--- config.mk ---
export PLATFORM = sky130hd
export DESIGN_NAME = axi_flit_tunnel
export DESIGN_NICKNAME = d
export VERILOG_FILES = /design/src/hw/axi_flit_pkg.sv /design/src/hw/axi_master_bridge.sv /design/src/hw/axi_slave_bridge.sv /design/src/hw/axi_flit_tunnel.sv
export SDC_FILE = /design/constraint.sdc
export NUM_CORES = 1
export LEC_CHECK = 0
export ABC_AREA = 1
export BUFFER_PORTS_ARGS = -buffer_cell sky130_fd_sc_hd__buf_2
export CORE_AREA = 2 2 214 216
export CTS_CLUSTER_DIAMETER = 150
export DETAILED_ROUTE_END_ITERATION = 16
export DIE_AREA = 0 0 216 218
export GPL_ROUTABILITY_DRIVEN = 1
export HOLD_SLACK_MARGIN = 0.03
export RECOVER_POWER = 50
export SYNTH_ARGS = -nofsm -noshare
export SYNTH_HDL_FRONTEND = slang
export SYNTH_HIERARCHICAL = 1
export SYNTH_SLANG_ARGS = --single-unit
--- constraint.sdc ---
create_clock -name CLK -period 17.3 [get_ports CLK]
set_input_delay 0.865 -clock CLK [delete_from_list [all_inputs] [get_ports CLK]]
set_output_delay 0.865 -clock CLK [all_outputs]
set_load 0.01 [all_outputs]
--- src/hw/axi_flit_pkg.sv ---
package axi_flit_pkg;

  // AXI4 field types
  typedef logic [7:0]  axi_id_t;
  typedef logic [31:0] axi_addr_t;
  typedef logic [63:0] axi_data_t;
  typedef logic [7:0]  axi_strb_t;
  typedef logic [7:0]  axi_len_t;
  typedef logic [2:0]  axi_size_t;
  typedef logic [1:0]  axi_burst_t;
  typedef logic [1:0]  axi_resp_t;

  // Address beat, shared by AW and AR
  typedef struct packed {
    axi_id_t    id;
    axi_addr_t  addr;
    axi_len_t   len;
    axi_size_t  size;
    axi_burst_t burst;
  } axi_ax_t;

  typedef struct packed {
    axi_data_t data;
    axi_strb_t strb;
    logic      last;
  } axi_w_t;

  typedef struct packed {
    axi_id_t   id;
    axi_resp_t resp;
  } axi_b_t;

  typedef struct packed {
    axi_id_t   id;
    axi_data_t data;
    axi_resp_t resp;
    logic      last;
  } axi_r_t;

  typedef enum logic [2:0] {
    CH_AW,
    CH_W,
    CH_B,
    CH_AR,
    CH_R
  } axi_channel_e;

  // Sized by the R beat, the widest channel
  localparam int FLIT_DATA_WIDTH = $bits(axi_r_t);

  // Channel views of the payload, padded at the top
  typedef struct packed {
    logic [FLIT_DATA_WIDTH-$bits(axi_ax_t)-1:0] pad;
    axi_ax_t                                    body;
  } flit_ax_t;

  typedef struct packed {
    logic [FLIT_DATA_WIDTH-$bits(axi_w_t)-1:0] pad;
    axi_w_t                                    body;
  } flit_w_t;

  typedef struct packed {
    logic [FLIT_DATA_WIDTH-$bits(axi_b_t)-1:0] pad;
    axi_b_t                                    body;
  } flit_b_t;

  typedef struct packed {
    axi_r_t body;
  } flit_r_t;

  // One word, decoded by the channel code
  typedef union packed {
    flit_ax_t ax;
    flit_w_t  w;
    flit_b_t  b;
    flit_r_t  r;
  } flit_payload_u;

  typedef struct packed {
    logic          valid;
    logic          tail;
    axi_channel_e  channel;
    flit_payload_u payload;
  } flit_t;

endpackage

--- src/hw/axi_master_bridge.sv ---
`timescale 1ns/100ps

module axi_master_bridge import axi_flit_pkg::*; (
  input  logic    CLK,
  input  logic    RST_N,

  // Upstream AXI from the master
  input  axi_ax_t s_aw,
  input  logic    aw_valid,
  output logic    aw_ready,
  input  axi_w_t  s_w,
  input  logic    w_valid,
  output logic    w_ready,
  input  axi_ax_t s_ar,
  input  logic    ar_valid,
  output logic    ar_ready,
  output axi_b_t  s_b,
  output logic    b_valid,
  input  logic    b_ready,
  output axi_r_t  s_r,
  output logic    r_valid,
  input  logic    r_ready,

  // Flit links
  output flit_t   req_flit,
  input  logic    req_ready,
  input  flit_t   rsp_flit,
  output logic    rsp_ready
);

  typedef enum logic [2:0] {
    IDLE,
    WDATA,
    WRESP_WAIT,
    WRESP,
    RDATA_WAIT,
    RDATA
  } state_e;

  state_e state;
  state_e next_state;
  flit_t  rsp_q;
  logic   aw_fire;
  logic   w_fire;
  logic   ar_fire;
  logic   b_fire;
  logic   r_fire;
  logic   rsp_fire;

  // AW wins over AR when both are offered in IDLE
  assign aw_ready = (state == IDLE) && req_ready;
  assign ar_ready = (state == IDLE) && req_ready && !aw_valid;
  assign w_ready  = (state == WDATA) && req_ready;

  assign aw_fire  = aw_valid && aw_ready;
  assign w_fire   = w_valid && w_ready;
  assign ar_fire  = ar_valid && ar_ready;
  assign b_fire   = b_valid && b_ready;
  assign r_fire   = r_valid && r_ready;
  assign rsp_fire = rsp_flit.valid && rsp_ready;

  always_ff @(posedge CLK) begin
    if (!RST_N) begin
      state <= IDLE;
    end else begin
      state <= next_state;
    end
  end

  always_comb begin
    next_state = state;
    case (state)
      IDLE: begin
        if (aw_fire) begin
          next_state = WDATA;
        end else if (ar_fire) begin
          next_state = RDATA_WAIT;
        end
      end
      WDATA: begin
        if (w_fire && s_w.last) begin
          next_state = WRESP_WAIT;
        end
      end
      WRESP_WAIT: begin
        if (rsp_fire) begin
          next_state = WRESP;
        end
      end
      WRESP: begin
        if (b_fire) begin
          next_state = IDLE;
        end
      end
      RDATA_WAIT: begin
        if (rsp_fire) begin
          next_state = RDATA;
        end
      end
      RDATA: begin
        if (r_fire) begin
          next_state = rsp_q.tail ? IDLE : RDATA_WAIT;
        end
      end
      default: next_state = IDLE;
    endcase
  end

  // Request flit goes out in the cycle of the AXI handshake
  always_comb begin
    req_flit       = '0;
    req_flit.valid = aw_fire || w_fire || ar_fire;
    req_flit.tail  = ar_fire || (w_fire && s_w.last);
    if (aw_fire) begin
      req_flit.channel         = CH_AW;
      req_flit.payload.ax.body = s_aw;
    end else if (w_fire) begin
      req_flit.channel        = CH_W;
      req_flit.payload.w.body = s_w;
    end else if (ar_fire) begin
      req_flit.channel         = CH_AR;
      req_flit.payload.ax.body = s_ar;
    end
  end

  assign rsp_ready = (state == WRESP_WAIT) || (state == RDATA_WAIT);

  always_ff @(posedge CLK) begin
    if (rsp_fire) begin
      rsp_q <= rsp_flit;
    end
  end

  assign s_b     = rsp_q.payload.b.body;
  assign b_valid = (state == WRESP);
  assign s_r     = rsp_q.payload.r.body;
  assign r_valid = (state == RDATA);

  // B answers a write, R answers a read
  a_rsp_matches_state: assert property (
    @(posedge CLK) disable iff (!RST_N)
    rsp_fire |-> (rsp_flit.channel == CH_B) == (state == WRESP_WAIT)
  );

  // Only the slave bridge drives this link
  a_rsp_channel: assert property (
    @(posedge CLK) disable iff (!RST_N)
    rsp_flit.valid |-> (rsp_flit.channel == CH_B) || (rsp_flit.channel == CH_R)
  );

endmodule

--- src/hw/axi_slave_bridge.sv ---
`timescale 1ns/100ps

module axi_slave_bridge import axi_flit_pkg::*; (
  input  logic    CLK,
  input  logic    RST_N,

  // Downstream AXI to the slave
  output axi_ax_t m_aw,
  output logic    aw_valid,
  input  logic    aw_ready,
  output axi_w_t  m_w,
  output logic    w_valid,
  input  logic    w_ready,
  output axi_ax_t m_ar,
  output logic    ar_valid,
  input  logic    ar_ready,
  input  axi_b_t  m_b,
  input  logic    b_valid,
  output logic    b_ready,
  input  axi_r_t  m_r,
  input  logic    r_valid,
  output logic    r_ready,

  // Flit links
  input  flit_t   req_flit,
  output logic    req_ready,
  output flit_t   rsp_flit,
  input  logic    rsp_ready
);

  typedef enum logic [2:0] {
    IDLE,
    WADDR,
    WDATA_WAIT,
    WDATA,
    WRESP,
    RADDR,
    RDATA
  } state_e;

  state_e state;
  state_e next_state;
  flit_t  req_q;
  logic   req_fire;
  logic   aw_fire;
  logic   w_fire;
  logic   ar_fire;
  logic   b_fire;
  logic   r_fire;

  assign req_ready = (state == IDLE) || (state == WDATA_WAIT);
  assign req_fire  = req_flit.valid && req_ready;

  assign aw_fire = aw_valid && aw_ready;
  assign w_fire  = w_valid && w_ready;
  assign ar_fire = ar_valid && ar_ready;
  assign b_fire  = b_valid && b_ready;
  assign r_fire  = r_valid && r_ready;

  always_ff @(posedge CLK) begin
    if (!RST_N) begin
      state <= IDLE;
    end else begin
      state <= next_state;
    end
  end

  always_comb begin
    next_state = state;
    case (state)
      IDLE: begin
        // Channel code picks the write or the read path
        if (req_fire) begin
          if (req_flit.channel == CH_AW) begin
            next_state = WADDR;
          end else if (req_flit.channel == CH_AR) begin
            next_state = RADDR;
          end
        end
      end
      WADDR: begin
        if (aw_fire) begin
          next_state = WDATA_WAIT;
        end
      end
      WDATA_WAIT: begin
        if (req_fire) begin
          next_state = WDATA;
        end
      end
      WDATA: begin
        if (w_fire) begin
          next_state = req_q.tail ? WRESP : WDATA_WAIT;
        end
      end
      WRESP: begin
        if (b_fire) begin
          next_state = IDLE;
        end
      end
      RADDR: begin
        if (ar_fire) begin
          next_state = RDATA;
        end
      end
      RDATA: begin
        if (r_fire && m_r.last) begin
          next_state = IDLE;
        end
      end
      default: next_state = IDLE;
    endcase
  end

  always_ff @(posedge CLK) begin
    if (req_fire) begin
      req_q <= req_flit;
    end
  end

  // Held request flit drives the downstream channels
  assign m_aw     = req_q.payload.ax.body;
  assign aw_valid = (state == WADDR);
  assign m_w      = req_q.payload.w.body;
  assign w_valid  = (state == WDATA);
  assign m_ar     = req_q.payload.ax.body;
  assign ar_valid = (state == RADDR);

  // Responses only move while the link can take them
  assign b_ready = (state == WRESP) && rsp_ready;
  assign r_ready = (state == RDATA) && rsp_ready;

  always_comb begin
    rsp_flit       = '0;
    rsp_flit.valid = b_fire || r_fire;
    rsp_flit.tail  = b_fire || (r_fire && m_r.last);
    if (b_fire) begin
      rsp_flit.channel        = CH_B;
      rsp_flit.payload.b.body = m_b;
    end else if (r_fire) begin
      rsp_flit.channel        = CH_R;
      rsp_flit.payload.r.body = m_r;
    end
  end

  // Master bridge sends AW ahead of any W
  a_no_w_in_idle: assert property (
    @(posedge CLK) disable iff (!RST_N)
    (state == IDLE) && req_flit.valid |-> req_flit.channel != CH_W
  );

  // Only W flits follow an accepted AW
  a_w_after_aw: assert property (
    @(posedge CLK) disable iff (!RST_N)
    (state == WDATA_WAIT) && req_flit.valid |-> req_flit.channel == CH_W
  );

endmodule

--- src/hw/axi_flit_tunnel.sv ---
`timescale 1ns/100ps

module axi_flit_tunnel import axi_flit_pkg::*; (
  input  logic    CLK,
  input  logic    RST_N,

  // Upstream AXI, from the master
  input  axi_ax_t up_s_aw,
  input  logic    up_aw_valid,
  output logic    up_aw_ready,
  input  axi_w_t  up_s_w,
  input  logic    up_w_valid,
  output logic    up_w_ready,
  input  axi_ax_t up_s_ar,
  input  logic    up_ar_valid,
  output logic    up_ar_ready,
  output axi_b_t  up_s_b,
  output logic    up_b_valid,
  input  logic    up_b_ready,
  output axi_r_t  up_s_r,
  output logic    up_r_valid,
  input  logic    up_r_ready,

  // Downstream AXI, to the slave
  output axi_ax_t dn_m_aw,
  output logic    dn_aw_valid,
  input  logic    dn_aw_ready,
  output axi_w_t  dn_m_w,
  output logic    dn_w_valid,
  input  logic    dn_w_ready,
  output axi_ax_t dn_m_ar,
  output logic    dn_ar_valid,
  input  logic    dn_ar_ready,
  input  axi_b_t  dn_m_b,
  input  logic    dn_b_valid,
  output logic    dn_b_ready,
  input  axi_r_t  dn_m_r,
  input  logic    dn_r_valid,
  output logic    dn_r_ready
);

  // Point-to-point links between the bridges
  flit_t req_flit;
  logic  req_ready;
  flit_t rsp_flit;
  logic  rsp_ready;

  axi_master_bridge i_master_bridge (
    .CLK       (CLK),
    .RST_N     (RST_N),
    .s_aw      (up_s_aw),
    .aw_valid  (up_aw_valid),
    .aw_ready  (up_aw_ready),
    .s_w       (up_s_w),
    .w_valid   (up_w_valid),
    .w_ready   (up_w_ready),
    .s_ar      (up_s_ar),
    .ar_valid  (up_ar_valid),
    .ar_ready  (up_ar_ready),
    .s_b       (up_s_b),
    .b_valid   (up_b_valid),
    .b_ready   (up_b_ready),
    .s_r       (up_s_r),
    .r_valid   (up_r_valid),
    .r_ready   (up_r_ready),
    .req_flit  (req_flit),
    .req_ready (req_ready),
    .rsp_flit  (rsp_flit),
    .rsp_ready (rsp_ready)
  );

  axi_slave_bridge i_slave_bridge (
    .CLK       (CLK),
    .RST_N     (RST_N),
    .m_aw      (dn_m_aw),
    .aw_valid  (dn_aw_valid),
    .aw_ready  (dn_aw_ready),
    .m_w       (dn_m_w),
    .w_valid   (dn_w_valid),
    .w_ready   (dn_w_ready),
    .m_ar      (dn_m_ar),
    .ar_valid  (dn_ar_valid),
    .ar_ready  (dn_ar_ready),
    .m_b       (dn_m_b),
    .b_valid   (dn_b_valid),
    .b_ready   (dn_b_ready),
    .m_r       (dn_m_r),
    .r_valid   (dn_r_valid),
    .r_ready   (dn_r_ready),
    .req_flit  (req_flit),
    .req_ready (req_ready),
    .rsp_flit  (rsp_flit),
    .rsp_ready (rsp_ready)
  );

endmodule

==> out/metrics.csv <==
stage;metric;value;unit
floorplanning;die_w;216;um
critical_path;worstPathArrival;4890;ps
critical_path;r2r_slack;12630;ps
routing;wl_per_cell;15.2;um
sta;final-hold-violation-count;0;
layout;mostFrequentLayoutCells;buf_2, clkbuf_1, edfxtp_1, nand2_1, inv_1;
hold_path;hold_path_class;flop to flop;
layout;nets;1474;
routing;drtPass1Iterations;5;
floorplanning;die_y;218;um
global_route;use_met2;17.8;%
clock_network;root_buffer;clkbuf_16;
global_route;gr-max-usage-layer;met2;
sta;slew_viol_final;67;
clock_network;clock_latency;480;ps
power;power;1.46;mW
critical_path;crit_type;flop to flop;
layout;syn_to_final_growth;16.5;%
clock_network;cts.sink_count;156;
layout;mostFrequentLayoutCell;buf_2;
critical_path;startpoint_type;flop;
critical_path;critical_path_required;17510;ps
run_status;status;finished, violations left;
clock_network;cts.clk_slew.worst_paths;70;ps
critical_path;setup.worst_path.end_class;flop;
floorplanning;num_rows;78;
placed_design;gp_congestion;0.877;
clock_network;ctsHoldBuffers;0;
clock_network;cts_tree;done;
floorplanning;die_area;47100;um2
critical_path;rr_endpoint;i_master_bridge/s_r[5];
sta;final-setup-viol-count;0;
sta;min_period_over_period;27.0;%
sta;tightest_slew;3110;ps
critical_path;cp_max_fo;66;
floorplanning;ios;550;
power;powerDensity;135;nW/um2
floorplanning;initial_utilization;20.7;%
global_route;grt_start_max_net_pins;77;
sta;relSlewSlack;-108;%
sta;period_minus_slack;4670;ps
sta;fmax;214;MHz
global_route;use_met1;13.2;%
sta;rsz0062_at_grt;no;
sta;fin_setup_tns;0;ps
clock_network;cts_htree_levels;4;
routing;via_count;6727;
global_route;grt_pass1_wl;38.4;mm
floorplanning;core;44900;um2
clock_network;cts_resized;0;
critical_path;cp-endpoint;i_master_bridge/s_r[5];
placed_design;port_buffers;549;
global_route;grt_usage;11.2;%
routing;drt_wl_total;27.6;mm
layout;drive_gt1_share;33.5;%
power;p_leak;4.92;nW
synth;syn_area;9300;um2
clock_network;cts_buffers;17;
placed_design;dpl.hpwl;21.6;mm
run;cap_violations;1;
routing;drcViolationCount;0;
power;vdd_ir_drop_max;0.0702;mV
global_route;grt-ovfl-total;0;
global_route;grt_pass1_vias;6353;
routing;first_iter_violations;405;
synth;syn_avg_cell_area;10.1;um2
routing;ant_nets;0;
synth;syn_inst;918;
critical_path;r2r-start;i_master_bridge/state[1];
global_route;antenna_found_initial;6;
global_route;gr-usage-met3;4.76;%
clock_network;clockBufferDepth;2;
routing;vias_per_cell;3.71;
hold_path;min_from;i_master_bridge/state[2];
sta;fin_skew;7.42;ps
critical_path;cp-startpoint;i_master_bridge/state[1];
synth;syn_nets;1194;
run_status;violations;capacitance limit, slew limit;
clock_network;postCtsSetupBuffers;0;
synth;yosys_warnings;6;
critical_path;reg2reg_depth;9;
-- per-layer routing --
metal	part of all wire, %	routed length, um
met1	40	11000
met4	1.9	531
met2	49	13400
met5	0.047	13
met3	9.5	2630
-- through the flow --
step                area [um2]  std cells  setup slack, ps  hold slack (ps)  utilization [%]
floorplan                 9300        918            10300              559                -
global placement         10600       1779            14050              580             23.6
detailed placement       10600       1779            14050              618             23.6
CTS                      11200       1811            14140              594             24.9
global route             10800       1812            11970              628             24.1
finish                   10800       1815            12630              626             24.1
-- sequential cells by signal, indices dropped and copies added, names as in the netlist --
register / flops
i_slave_bridge/req_q: 1
i_slave_bridge/m_ar: 53
i_master_bridge/rsp_q: 1
i_slave_bridge/state: 3
i_slave_bridge/m_w: 20
i_master_bridge/state: 3
i_master_bridge/s_r: 75
-- worst min path at each step --
stage	endpoint	cells past startpoint
final	i_master_bridge/state[2]	4
after global routing	i_slave_bridge/m_ar[44]	3
after detailed placement	i_master_bridge/state[2]	4
after floorplan	i_master_bridge/state[2]	4
after CTS	i_slave_bridge/m_ar[44]	3
after global placement	i_master_bridge/state[2]	4
-- power by group --
group          internal [mW]  total (mW)  switching, mW  leakage, nW
Clock                  0.206       0.385          0.179        0.294
Sequential             0.525       0.593         0.0686         1.63
Combinational          0.152       0.485          0.333         2.99
Total                  0.883        1.46          0.580         4.92
-- layout make-up --
cell class              count  area (um2)
diodes                      4        10.0
repair buffers            555        2460
inverters                 116         449
clock inverters            15         175
flip-flops and latches    156        4620
clock buffers              17         425
fillers                  5043       34100
well taps                 600         751
multi-input cells         352        1930
-- critical path, stage by stage, from the launching register on --
cell and delay [ps]:
dfxtp_1 450, nor2_1 100, nand2_1 90, nand2_1 100, inv_1 120, nor2_1 90
nand2_2 70, clkbuf_1 2180, inv_1 730, a22o_1 480
Note: power is estimated with default switching activity, not from simulation.
